===== src/verilog/soc_pkg.sv =====
package soc_pkg;

  // width of every bus data word
  localparam int DATA_W = 32;

  // system bus address, seen as a raw word or split into fields
  typedef union packed {
    logic [31:0] raw;
    struct packed {
      logic [3:0]  region;
      logic [17:0] reserved;
      logic [7:0]  index;
      logic [1:0]  offset;
    } field;
  } bus_addr_u;

  // region codes in the top nibble, anything else is unmapped
  localparam logic [3:0] REGION_DMEM  = 4'h0;
  localparam logic [3:0] REGION_GPIO  = 4'h4;
  localparam logic [3:0] REGION_TIMER = 4'h5;

  // gpio register word indices
  localparam logic [7:0] GPIO_DATA_IN     = 8'd0;
  localparam logic [7:0] GPIO_DATA_OUT    = 8'd1;
  localparam logic [7:0] GPIO_OE          = 8'd2;
  localparam logic [7:0] GPIO_INTR_STATE  = 8'd3;
  localparam logic [7:0] GPIO_INTR_ENABLE = 8'd4;

  // timer register word indices
  localparam logic [7:0] TIMER_CTRL    = 8'd0;
  localparam logic [7:0] TIMER_COUNT   = 8'd1;
  localparam logic [7:0] TIMER_COMPARE = 8'd2;

endpackage

===== src/verilog/gpio.sv =====
`timescale 1ns/1ps

module gpio #(
  parameter int GPIO_WIDTH = 32
) (
  input  logic                        clk_i,
  input  logic                        rst_n_i,
  input  logic                        req_i,
  input  logic                        we_i,
  input  logic [7:0]                  index_i,
  input  logic [soc_pkg::DATA_W-1:0]  wdata_i,
  output logic                        ack_o,
  output logic [soc_pkg::DATA_W-1:0]  rdata_o,
  input  logic [GPIO_WIDTH-1:0]       gpio_i,
  output logic [GPIO_WIDTH-1:0]       gpio_o,
  output logic [GPIO_WIDTH-1:0]       gpio_oe_o,
  output logic                        intr_o
);

  logic [GPIO_WIDTH-1:0]      in_q;
  logic [GPIO_WIDTH-1:0]      out_q;
  logic [GPIO_WIDTH-1:0]      oe_q;
  logic [GPIO_WIDTH-1:0]      state_q;
  logic [GPIO_WIDTH-1:0]      en_q;
  logic [GPIO_WIDTH-1:0]      rise;
  logic [GPIO_WIDTH-1:0]      clr;
  logic [GPIO_WIDTH-1:0]      wr_val;
  logic [soc_pkg::DATA_W-1:0] rd_word;
  logic [soc_pkg::DATA_W-1:0] rdata_q;
  logic                       ack_q;
  logic                       start;

  assign start  = req_i & ~ack_q;
  assign wr_val = wdata_i[GPIO_WIDTH-1:0];
  assign rise   = gpio_i & ~in_q;
  // write one to clear
  assign clr    = (start && we_i && index_i == soc_pkg::GPIO_INTR_STATE) ? wr_val : '0;

  always_ff @(posedge clk_i or negedge rst_n_i) begin
    if (!rst_n_i) begin
      ack_q   <= 1'b0;
      in_q    <= '0;
      out_q   <= '0;
      oe_q    <= '0;
      state_q <= '0;
      en_q    <= '0;
    end else begin
      ack_q   <= req_i;
      in_q    <= gpio_i;
      // a new edge wins over a clear in the same cycle
      state_q <= (state_q & ~clr) | rise;
      if (start && we_i) begin
        case (index_i)
          soc_pkg::GPIO_DATA_OUT:    out_q <= wr_val;
          soc_pkg::GPIO_OE:          oe_q  <= wr_val;
          soc_pkg::GPIO_INTR_ENABLE: en_q  <= wr_val;
          default: ;
        endcase
      end
    end
  end

  always_comb begin
    case (index_i)
      soc_pkg::GPIO_DATA_IN:     rd_word = soc_pkg::DATA_W'(in_q);
      soc_pkg::GPIO_DATA_OUT:    rd_word = soc_pkg::DATA_W'(out_q);
      soc_pkg::GPIO_OE:          rd_word = soc_pkg::DATA_W'(oe_q);
      soc_pkg::GPIO_INTR_STATE:  rd_word = soc_pkg::DATA_W'(state_q);
      soc_pkg::GPIO_INTR_ENABLE: rd_word = soc_pkg::DATA_W'(en_q);
      default:                   rd_word = '0;
    endcase
  end

  always_ff @(posedge clk_i) begin
    if (start && !we_i) begin
      rdata_q <= rd_word;
    end
  end

  assign ack_o     = ack_q;
  assign rdata_o   = rdata_q;
  assign gpio_o    = out_q;
  assign gpio_oe_o = oe_q;
  assign intr_o    = |(state_q & en_q);

endmodule


===== config.mk =====
export PLATFORM = sky130hd
export DESIGN_NAME = gpio
export DESIGN_NICKNAME = d
export VERILOG_FILES = /design/src/verilog/soc_pkg.sv /design/src/verilog/gpio.sv
export SDC_FILE = /design/constraint.sdc
export NUM_CORES = 1
export LEC_CHECK = 0
export BUFFER_PORTS_ARGS = -buffer_cell sky130_fd_sc_hd__buf_2
export CAP_MARGIN = 20
export CELL_PAD_IN_SITES_DETAIL_PLACEMENT = 1
export CELL_PAD_IN_SITES_GLOBAL_PLACEMENT = 1
export CORE_MARGIN = 10
export CORE_UTILIZATION = 25
export CTS_CLUSTER_SIZE = 40
export DETAILED_ROUTE_END_ITERATION = 8
export PLACE_DENSITY_LB_ADDON = 0.1
export SYNTH_ARGS = -nofsm -noshare
export SYNTH_HDL_FRONTEND = slang
export SYNTH_SLANG_ARGS = --single-unit

===== constraint.sdc =====
create_clock -name clk_i -period 10.11 [get_ports clk_i]
set_input_delay 1.011 -clock clk_i [delete_from_list [all_inputs] [get_ports clk_i]]
set_output_delay 1.011 -clock clk_i [all_outputs]
set_load 0.01 [all_outputs]

### After elaboration in Yosys (flattened, before gate mapping)

Cells that the tools add are included.

| word-level totals | value |
|---|---|
| register bits after elaboration | 193 |
| input port bits | 76 |
| output and inout bits | 98 |
| logic and storage cells | 30 |

| cells by class | value |
|---|---|
| equal/unequal tests | 4 |
| mux-type cells | 2 |
| bitwise gates (word level) | 8 |
| reduce and logical (&&, ||, !) cells | 9 |

Operators with widths:

| kind | count |
|---|---|
| one-hot mux 32 bit (5 select lines) | 1 |
| bitwise AND 32 bit | 3 |
| inverter 32 bit | 2 |
| 2-to-1 mux 32 bit | 1 |
| bitwise OR 32 bit | 1 |
| OR reduction 32 bit | 1 |
| == test 8 x 2 -> 1 bit, second input constant | 2 |
| == test 8 x 1 -> 1 bit, second input constant | 1 |
| == test 8 x 3 -> 1 bit, second input constant | 1 |
| zero test 8 bit | 1 |
| AND reduction 2 bit | 3 |
| logical AND 1 bit | 3 |
| bitwise AND 1 bit | 1 |
| zero test 1 bit | 1 |
| inverter 1 bit | 1 |

### Longest topological paths before layout

Gate-level depths: netlist of run 1.

| depth | value |
|---|---|
| depth in word-level cells | 8 |
| mapped depth | 7 |
| gate-level depth less buffers | 4 |

### Least setup slack after synthesis of run 1

No wires, ideal clock.

| timing | value |
|---|---|
| path type | input-to-reg |
| start point | input we_i |
| end point | register rdata_q (netlist bit rdata_o[0]), enable pin |
| setup time | 468 ps |
| data arrival time | 3414 ps |
| data required time | 9642 ps |
| path slack | 6228 ps |
| stages on the path | 1 |
| buffers on the path | 0 |
| path through | nor3b_1 |

| between the ends | value |
|---|---|
| longest elaborated chain between the ends | 2 |

Ends and longest elaborated chain:

| what | RTL line | RTL |
|---|---|---|
| from (decl) | gpio.sv:9 | `input logic we_i,` |
| zero test 1 bit | gpio.sv:75 | `if (start && !we_i) begin` |
| logical AND 1 bit | gpio.sv:75 |  |
| to (signal assigned) | gpio.sv:76 | `rdata_q <= rd_word;` |
| to (decl) | gpio.sv:29 | `logic [soc_pkg::DATA_W-1:0] rdata_q;` |

Every way passes these cells.
A chain may end at the register's enable or synchronous reset.

### Worst setup path after layout of run 1

| timing | value |
|---|---|
| start point | input index_i[0] |
| end point | register out_q[7], in the netlist gpio_o[7] |

| between the ends | value |
|---|---|
| longest elaborated chain between the ends | 2 |

Ends and longest elaborated chain:

| what | RTL line | RTL |
|---|---|---|
| from (decl) | gpio.sv:10 | `input logic [7:0] index_i,` |
| == test 8 x 1 -> 1 bit | gpio.sv:53 | `case (index_i)` |
| AND reduction 2 bit (no source line) | n/a |  |
| to (signal assigned) | gpio.sv:54 | `soc_pkg::GPIO_DATA_OUT: out_q <= wr_val;` |
| to (decl) | gpio.sv:21 | `logic [GPIO_WIDTH-1:0] out_q;` |

Every way passes these cells.

==> summary.md, run 1 <==
| Metric | Value |
|---|---|
| Vias | `5,800` |
| Clock Skews | `approximately 0.015 ns` |
| Site Rows | `66` |
| Core Util, Final | `0.312` |
| Dpl cells | `1,209` |
| DRC viols | `0` |
| CTS Hold Bufs | `0` |
| First-pass DRT Iterations | `5` |
| Die H | `~200 um` |
| Worst-path clk slew | `0.07 ns` |
| H-tree depth | `4` |
| Vias per inst | `4.66` |
| Finished Cell Area | `about 10,000 um2` |
| Core ar. | `32,800 um2` |
| NumNets Final | `863` |
| Synth Warn # | `0` |
| CP arrival | `just over 4 ns` |
| Area delta synth->final | `22.7%` |
| Worst skew pair latency | `0.44 ns` |
| Clock sinks | `193` |
| Leakage power | `5.05 nW` |
| Layout cell share with drive strength beyond 1 | `0.398` |
| Syn_nets | `695` |
| Fill cells | `3,619` |
| Sw power | `roughly 0.41 mW` |
| Syn Inst Count | `between 600 and 700` |
| Primary FF master, synth | `dfrtp_1` |
| TNS Setup | `0 ns` |
| R2R cell count | `5` |
| Initial DRC Count | `237` |
| Vias in the first global route | `6,560` |
| Min-Delay Endpoint | `state_q[0]` |
| Setup slack at placement | `~5.9 ns` |
| CP max FO | `39` |
| First-pass GRT wire length | `roughly 44,000 um` |
| Synthesized cell area | `between 8000 and 9000 um2` |
| Port Buffers | `around 170` |
| Outcome | `complete, no violations` |
| Post-route worst setup slack | `6.37 ns` |
| Grt total ovfl | `0` |
| Avg Cell Area, Syn | `13.5 um2` |
| Non-filler instance count after layout | `between 1,000 and 1,500` |
| Crit path max-delay cell type | `nor2b_4` |
| Routed Wire Length | `roughly 30,000 um` |
| Fmax | `0.267 GHz` |
| Slew Viols, Final | `0` |
| Hold_sp | `state_q[0]` |
| IO Pins | `between 150 and 200` |
| Gpl congestion | `0.741` |
| Post-synthesis sequential area ratio | `0.598` |
| Synth unique cells | `35` |
| Min Tclk post-route | `3.74 ns` |
| Post-DP HPWL | `roughly 20,000 um` |
| RSZ-0062 raised after global routing | `false` |
| RR Startpoint | `ack_o` |
| Clock Power Share | `0.419` |
| Relative slew slack | `0.322` |
| ANT nets after route | `0` |
| CTS Buf Count | `17` |
| Largest net degree at the start of global routing | `91` |
| Async SR Flop Fraction | `0.834` |
| Critical Path Sink Type | `register` |
| Sequential power share | `0.516` |
| Max cap viols | `0` |
| Reg-to-reg slack, setup | `approximately 8 ns` |
| Clk buf depth | `2` |
| Max stage delay on crit path | `0.91 ns` |
| FF-to-FF End | `gpio_oe_o[26]` |
| Yosys reg bits | `193` |
| EDFF count, synth | `32` |
| Comb power frac | `0.065` |
| Hold depth | `1` |
| Sw Share | `0.257` |
| GRT Total Usage | `0.145` |
| CP required | `10.43 ns` |
| Pwr per Cell Area | `154 nW/um2` |
| Slew @ Worst Pin | `just over 1 ns` |
| Post-DP Area | `a little under 10,000 um2` |
| Internal | `1.17 mW` |
| Worst hold path type | `register to register` |
| Initial antenna violation count | `2` |
| Die area | `approximately 41,000 um2` |
| Critical path, cell by cell | `buf_2 > nor2b_4 > nand4_1 > buf_4 > mux2_2` |
| Kind of critical path | `primary input to register` |
| DR WL/cell | `24.1 um` |
| CTS resizes | `0` |
| Root Buffer | `clkbuf_16` |
| Worst vdd ir | `between 0.0001 and 0.00015 V` |
| Tcrit/Tclk final | `0.370` |
| Setup bufs post-CTS | `0` |
| Final setup fails | `0` |
| Initial core utilization | `0.255` |
| CP startpoint kind | `primary input` |
| Endpoints failing hold | `0` |
| TritonCTS clock tree | `done` |
| Die W | `around 200 um` |
==> registers in the layout, summed over array words and instances (netlist names) <==
| register | count |
|---|---|
| state_q | 32 |
| rdata_o | 32 |
| gpio_oe_o | 32 |
| gpio_o | 32 |
| ack_o | 1 |
| en_q | 32 |
| in_q | 32 |
==> metal layers <==
layer | GRT usage | vias to the layer above | wire length, um
met1 | 0.191 | 3048 | 14200
met5 | 0 | - | 0
met4 | 0.0365 | 0 | 212
met2 | 0.230 | 144 | 14000
met3 | 0.0401 | 13 | 1550
li1 | - | 2595 | -
==> worst max-delay path: cells and delay by family <==
kind | cells | cell delay, ns
buf+inv | 2 | 1.17
mux | 1 | 0.32
simple gates | 2 | 1.50
==> power groups by stage <==
stage	sequential [mW]	clock, mW	combinational, mW
5_1_grt	0.816	0.716	0.114
2_1_floorplan	0.830	0	0.0367
6_report	0.814	0.661	0.103
3_5_place_dp	0.830	0	0.106
3_3_place_gp	0.829	0	0.104
4_1_cts	0.814	0.687	0.107
==> synth_stat cells, types with 4 or more instances <==
cell       count  area [um2]
dfrtp_1      161        4030
mux2_4        60         901
a22oi_1       44         330
mux2_2        36         405
nand2_1       34         128
inv_1         33         124
a22o_1        32         280
edfxtp_1      32         961
mux2i_1       32         320
nor2_1        29         109
a21oi_1       28         140
o21ai_0       24         120
buf_2         12        60.1
clkbuf_1      10        37.5
buf_6          6        67.6
nand4_1        5        31.3
a221o_1        4        40.0
a2bb2oi_1      4        35.0
buf_1          4        15.0
nor3_1         4        20.0
o21ai_1        4        20.0
==> cell type report <==
| class | instances | area, um2 | area share |
|---|---|---|---|
| tap | 442 | 553 | 0.0540 |
| timing repair buffer | 183 | 945 | 0.0922 |
| clock inverter | 13 | 116 | 0.0114 |
| antenna | 2 | 5.00 | 0.000489 |
| clock buffer | 19 | 443 | 0.0432 |
| multi-input combinational | 359 | 3070 | 0.299 |
| inverter | 33 | 124 | 0.0121 |
| sequential | 193 | 4990 | 0.487 |
==> placed cells by master (no fill, tap or decap), types with 2 or more instances in the layout <==
cell type and n:
buf_2 172, dfrtp_1 161, mux2_4 60, a22oi_1 44, mux2_2 36, nand2_1 34
inv_1 33, mux2i_1 32, a22o_1 32, edfxtp_1 32, nor2_1 29, a21oi_1 28
o21ai_0 24, clkbuf_16 17, buf_4 9, nand4_1 5, inv_6 5, a2bb2oi_1 4
nor3_1 4, a221o_1 4, o21ai_1 4, inv_8 3, clkinv_4 3, diode_2 2
nand2b_1 2, nor4_4 2, or4_1 2, nor4_1 2, or3_2 2
==> metrics by stage <==
stage | hold slack, ns | power, mW
6_report | 0.535 | 1.58
5_1_grt | 0.567 | 1.65
4_1_cts | 0.540 | 1.61
3_5_place_dp | 0.524 | 0.936
3_3_place_gp | 0.518 | 0.933
2_1_floorplan | 0.489 | 0.867
==> how the worst max path moves through the flow <==
stage | slack, ns | endpoint | startpoint
5_1_grt | 6.19 | gpio_o[9] | index_i[0]
6_report | 6.37 | gpio_o[7] | index_i[0]
2_1_floorplan | 6.23 | rdata_o[0] | we_i
3_3_place_gp | 5.94 | gpio_o[1] | index_i[0]
3_5_place_dp | 5.87 | gpio_o[16] | index_i[0]
4_1_cts | 6.33 | gpio_o[14] | index_i[0]
==> logic make-up after synthesis <==
logic type             Yosys count  share of synthesized area
AO/OA/AOI/OAI                  140                      0.116
buffers and inverters           67                     0.0382
flip-flops                     193                      0.598
multiplexers                   128                      0.195
AND/OR/NAND/NOR                 91                     0.0536
Power figures use the tool's default switching activity.
==> run 2: changes to the inputs <==
==> constraint.sdc (replaced) <==
create_clock -name clk_i -period 3.6 [get_ports clk_i]
set_input_delay 0.36 -clock clk_i [delete_from_list [all_inputs] [get_ports clk_i]]
set_output_delay 0.36 -clock clk_i [all_outputs]
set_load 0.01 [all_outputs]
==> run 2 against run 1 <==
Clock power increased to 2.8 times the previous value. Setup slack got worse by 5.3 ns. Critical path type is now register to output port. Global-route usage increased by 0.21 points. Critical endpoint is now intr_o. Cell count increased by 0.32%. The run now ends with hold timing left. Sequential share of layout area decreased by 0.20 points. Sequential cell count unchanged. Highest routed layer is now met5.
==> summary.md, run 2 (synthesis gave the netlist of run 1 again) <==
| Metric | Value |
|---|---|
| Vias per inst | `4.68` |
| Slew @ Worst Pin | `around 0.99 ns` |
| Crit path max-delay cell type | `or4_1` |
| Worst vdd ir | `0.000290 V` |
| Site Rows | `66` |
| Worst setup startpoint | `state_q[30]` |
| TritonCTS clock tree | `done` |
| Grt total ovfl | `0` |
| First-pass DRT Iterations | `4` |
| DRC viols | `0` |
| Layout cell share with drive strength beyond 1 | `0.401` |
| Final setup fails | `0` |
| Root Buffer | `clkbuf_16` |
| Worst hold path type | `primary input to async pin` |
| R2R cell count | `5` |
| Vias | `5,838` |
| Max stage delay on crit path | `0.55 ns` |
| Kind of cell adding the most delay to the critical path | `simple AND/OR/NAND/NOR gates` |
| Dpl cells | `1,215` |
| Pwr per Cell Area | `about 430 nW/um2` |
| RSZ-0062 raised after global routing | `false` |
| Core ar. | `32,800 um2` |
| Endpoints failing hold | `15` |
| Vias in the first global route | `6,513` |
| Largest net degree at the start of global routing | `83` |
| Routed Wire Length | `30,300 um` |
| Fmax | `0.397 GHz` |
| Setup bufs post-CTS | `0` |
| Gpl congestion | `roughly 0.75` |
| Critical path, cell by cell | `a22oi_1 > nand4_1 > or4_1 > buf_2` |
| Die W | `around 200 um` |
| First-pass GRT wire length | `45,200 um` |
| H-tree depth | `4` |
| Leakage power | `slightly above 5 nW` |
| RR Startpoint | `ack_o` |
| Initial core utilization | `0.255` |
| CP arrival | `2.16 ns` |
| CTS Buf Count | `17` |
| Min Hold Slack | `-0.0481 ns` |
| Post-DP HPWL | `21,300 um` |
| Clock sinks | `roughly 190` |
| Most common cell after layout, fill and taps aside | `buf_2` |
| Worst skew pair latency | `0.44 ns` |
| Initial DRC Count | `320` |
| Initial antenna violation count | `2` |
| Fill cells | `3,628` |
| Worst-path clk slew | `0.07 ns` |
| CTS resizes | `0` |
| Non-filler instance count after layout | `1,248` |
| NumNets Final | `868` |
| Outcome | `finished with violations` |
| ANT nets after route | `0` |
| Die H | `203 um` |
| Max cap viols | `0` |
| Clock Skews | `0.0114 ns` |
| GRT Total Usage | `0.147` |
| Slew Viols, Final | `0` |
| Area delta synth->final | `23.2%` |
| DR WL/cell | `approximately 24 um` |
| CP required | `3.24 ns` |
| Clk buf depth | `2` |
| Failing checks | `hold timing` |
| Critical Path Sink Type | `output port` |
| Tcrit/Tclk final | `0.699` |
| Reg-to-reg slack, setup | `approximately 1.3 ns` |
| CP startpoint kind | `register` |
| TNS Setup | `0 ns` |
| Port Buffers | `173` |
| Die area | `a little over 40,000 um2` |
| Most frequent cells in the layout | `172 x buf_2, 161 x dfrtp_1, 60 x mux2_4` |
| CP max FO | `3` |
| CTS Hold Bufs | `0` |
| Min Tclk post-route | `2.52 ns` |
| Relative slew slack | `0.335` |
| IO Pins | `174` |
| FF-to-FF End | `gpio_oe_o[20]` |
| CP Buf/Inv Count | `1` |
| Kind of critical path | `register to output port` |
==> run 2: cell type report <==
cell class	instances	area [um2]	area share
clock inverter	14	121	0.0118
clock buffer	18	429	0.0417
multi-input combinational	359	3070	0.298
timing repair buffer	188	997	0.0970
inverter	33	124	0.0120
antenna	1	2.50	0.000243
sequential	193	4990	0.485
tap	442	553	0.0538
==> run 2: worst reg2reg max path, delay by kind of cell (launching register included) <==
family	cells	cell delay, ns
buf+inv	1	0.39
flops	1	0.40
simple gates	3	1.06
mux	1	0.38
==> run 2: worst max path at each step <==
stage	endpoint	slack, ns	cells past startpoint
after floorplan	rdata_o[0]	0.32	1
after global placement	gpio_o[20]	0.97	6
after detailed placement	gpio_o[6]	0.90	5
after CTS	intr_o	0.98	4
after global routing	intr_o	0.95	4
final	intr_o	1.08	4
==> run 2: per-stage QoR <==
| stage | total power [mW] | instance area (um2) | utilization | hold WS, ns | setup slack (ns) |
|---|---|---|---|---|---|
| global placement | 2.63 | 9730 | 0.297 | 0.467 | 0.972 |
| global route | 4.61 | 10300 | 0.314 | 0.00229 | 0.951 |
| CTS | 4.50 | 10300 | 0.314 | 0.00537 | 0.980 |
| finish | 4.41 | 10300 | 0.314 | -0.0481 | 1.08 |
| detailed placement | 2.63 | 9730 | 0.297 | 0.482 | 0.895 |
| floorplan | 2.43 | 8350 | - | 0.0644 | 0.317 |
==> run 2: power by group <==
| group | switching [mW] | internal, mW |
|---|---|---|
| sequential | 0.0298 | 2.26 |
| combinational | 0.188 | 0.106 |
| clock | 0.924 | 0.910 |
==> run 2: layer usage <==
metal,up-vias,GRT usage,routed length [um]
met3,20,0.0398,1650
met1,3047,0.196,14300
met5,-,0,9
li1,2609,-,-
met4,2,0.0293,220
met2,160,0.234,14100
==> run 3: changes to the inputs <==
==> constraint.sdc (replaced) <==
create_clock -name clk_i -period 2.05 [get_ports clk_i]
set_input_delay 0.205 -clock clk_i [delete_from_list [all_inputs] [get_ports clk_i]]
set_output_delay 0.205 -clock clk_i [all_outputs]
set_load 0.01 [all_outputs]
==> run 3 against run 2 <==
The flow finishes with violations (setup timing). Via count is 2.7% higher. Design area increased by 8.1%. Wire length increased by 0.80%. Cell count up 3.8%. Hold slack better by 0.11 ns. Global-route usage grew 0.21 points. Non-clock buffer count rose by 49. Highest routed layer unchanged.
==> summary.md, run 3 (synthesis gave the netlist of run 1 again) <==
| Metric | Value |
|---|---|
| Outcome | `finished with violations` |
| Failing checks | `setup timing` |
| RSZ-0062 raised after global routing | `true` |
| Worst skew pair latency | `approximately 0.43 ns` |
| CTS Buf Count | `17` |
| Die H | `203 um` |
| H-tree depth | `4` |
| Root Buffer | `clkbuf_16` |
| Setup slack at placement | `0.0319 ns` |
| Max cap viols | `0` |
| Worst hold path type | `primary input to register` |
| TritonCTS clock tree | `done` |
| Slew Viols, Final | `0` |
| Largest net degree at the start of global routing | `61` |
| Worst-path clk slew | `approximately 0.07 ns` |
| Tcrit/Tclk final | `1.07` |
| NumNets Final | `917` |
| Pwr per Cell Area | `785 nW/um2` |
| Initial core utilization | `0.255` |
| CP required | `1.85 ns` |
| Initial antenna violation count | `1` |
| Critical Path Sink Type | `output port` |
| Grt total ovfl | `0` |
| Die W | `about 200 um` |
| Core ar. | `32,800 um2` |
| TNS Setup | `-0.140 ns` |
| Die area | `between 40,000 and 50,000 um2` |
| Final setup fails | `1` |
| First-pass GRT wire length | `46,400 um` |
| Most frequent cells in the layout | `171 x buf_2, 158 x dfrtp_1, 60 x mux2_4` |
| Gpl congestion | `around 0.79` |
| Clock sinks | `between 150 and 200` |
| Routed Wire Length | `30,500 um` |
| Clock Skews | `roughly 0.01 ns` |
| Worst vdd ir | `0.000547 V` |
| Most common cell after layout, fill and taps aside | `buf_2` |
| Kind of critical path | `register to output port` |
| Vias in the first global route | `6,950` |
| Diode count | `0` |
| Relative slew slack | `0.739` |
| Fmax | `0.457 GHz` |
| Post-DP HPWL | `~21,000 um` |
| Slew @ Worst Pin | `a little under 0.4 ns` |
| Clk buf depth | `2` |
| Leakage power | `5.44 nW` |
| Fill cells | `3,548` |
| DRC viols | `0` |
| CP startpoint kind | `register` |
| Layout cell share with drive strength beyond 1 | `0.407` |
| Post-route worst setup slack | `-0.140 ns` |
| IO Pins | `174` |
| CP max FO | `3` |
| ANT nets after route | `0` |
| Site Rows | `66` |
| First-pass DRT Iterations | `4` |
| Endpoints failing hold | `0` |
| GRT Total Usage | `0.149` |
| Min Hold Slack | `0.0623 ns` |
| Min Tclk post-route | `2.19 ns` |
| Area delta synth->final | `33.1%` |
| DR WL/cell | `23.6 um` |
| CP arrival | `1.98 ns` |
| Port Buffers | `173` |
| Vias | `5,997` |
| Initial DRC Count | `209` |
| Vias per inst | `4.63` |
==> run 3: cell type report <==
class,instances,area (um2),area share
Sequential cell,193,4990,0.449
Multi-Input combinational cell,359,3110,0.279
Timing Repair Buffer,237,1620,0.146
Tap cell,442,553,0.0498
Clock buffer,19,443,0.0399
Clock inverter,13,277,0.0249
Inverter,33,124,0.0111
==> run 3: layer usage <==
metal,global-route usage,part of all wire,up-vias,wire (um)
met5,0,0.00039,-,12
met4,0.0296,0.0066,2,202
met3,0.0318,0.037,13,1140
met2,0.248,0.49,125,14900
met1,0.196,0.47,3159,14300
li1,-,-,2698,-
==> run 3: worst max-delay path, cell delays in order (launching register included) <==
cell and delay [ns]:
dfrtp_2 0.45, a22oi_1 0.24, nand4_1 0.23, or4_4 0.49
buf_6 0.14
==> run 3: power breakdown <==
part / switching, mW / internal [mW]
registers: 0.0515 / 3.96
logic: 0.350 / 0.262
clock network: 1.52 / 2.58
total: 1.92 / 6.81
==> run 3: what timing repair did <==
action	CTS	global route
buffers inserted	0	3
setup endpoints to repair	1	1
hold buffers	34	0
resized for setup	6	5
pin swaps	5	3
endpoints found under the hold margin	62	0
==> run 3: path summary, 6_finish.rpt <==
check                             from  slack [ns]           to  depth (start not counted)
setup / recovery           state_q[13]       -0.14       intr_o                          4
hold / removal             wdata_i[16]        0.06     en_q[16]                          2
setup reg to reg                 ack_o        0.11      en_q[4]                          5
hold reg to reg              gpio_o[1]        0.54    gpio_o[1]                          1
max in group asynchronous      rst_n_i        1.12  state_q[13]                          3
min in group asynchronous      rst_n_i        0.23   gpio_o[30]                          2
==> run 3: stage by stage <==
stage           util  total power, mW  instance area [um2]  std cells
4_1_cts        0.338             8.88                11100       1293
3_3_place_gp   0.305             4.63                 9990       1227
2_1_floorplan      -             4.27                 8360        619
3_5_place_dp   0.305             4.65                 9990       1227
5_1_grt        0.339             9.11                11100       1296
6_report       0.339             8.73                11100       1296
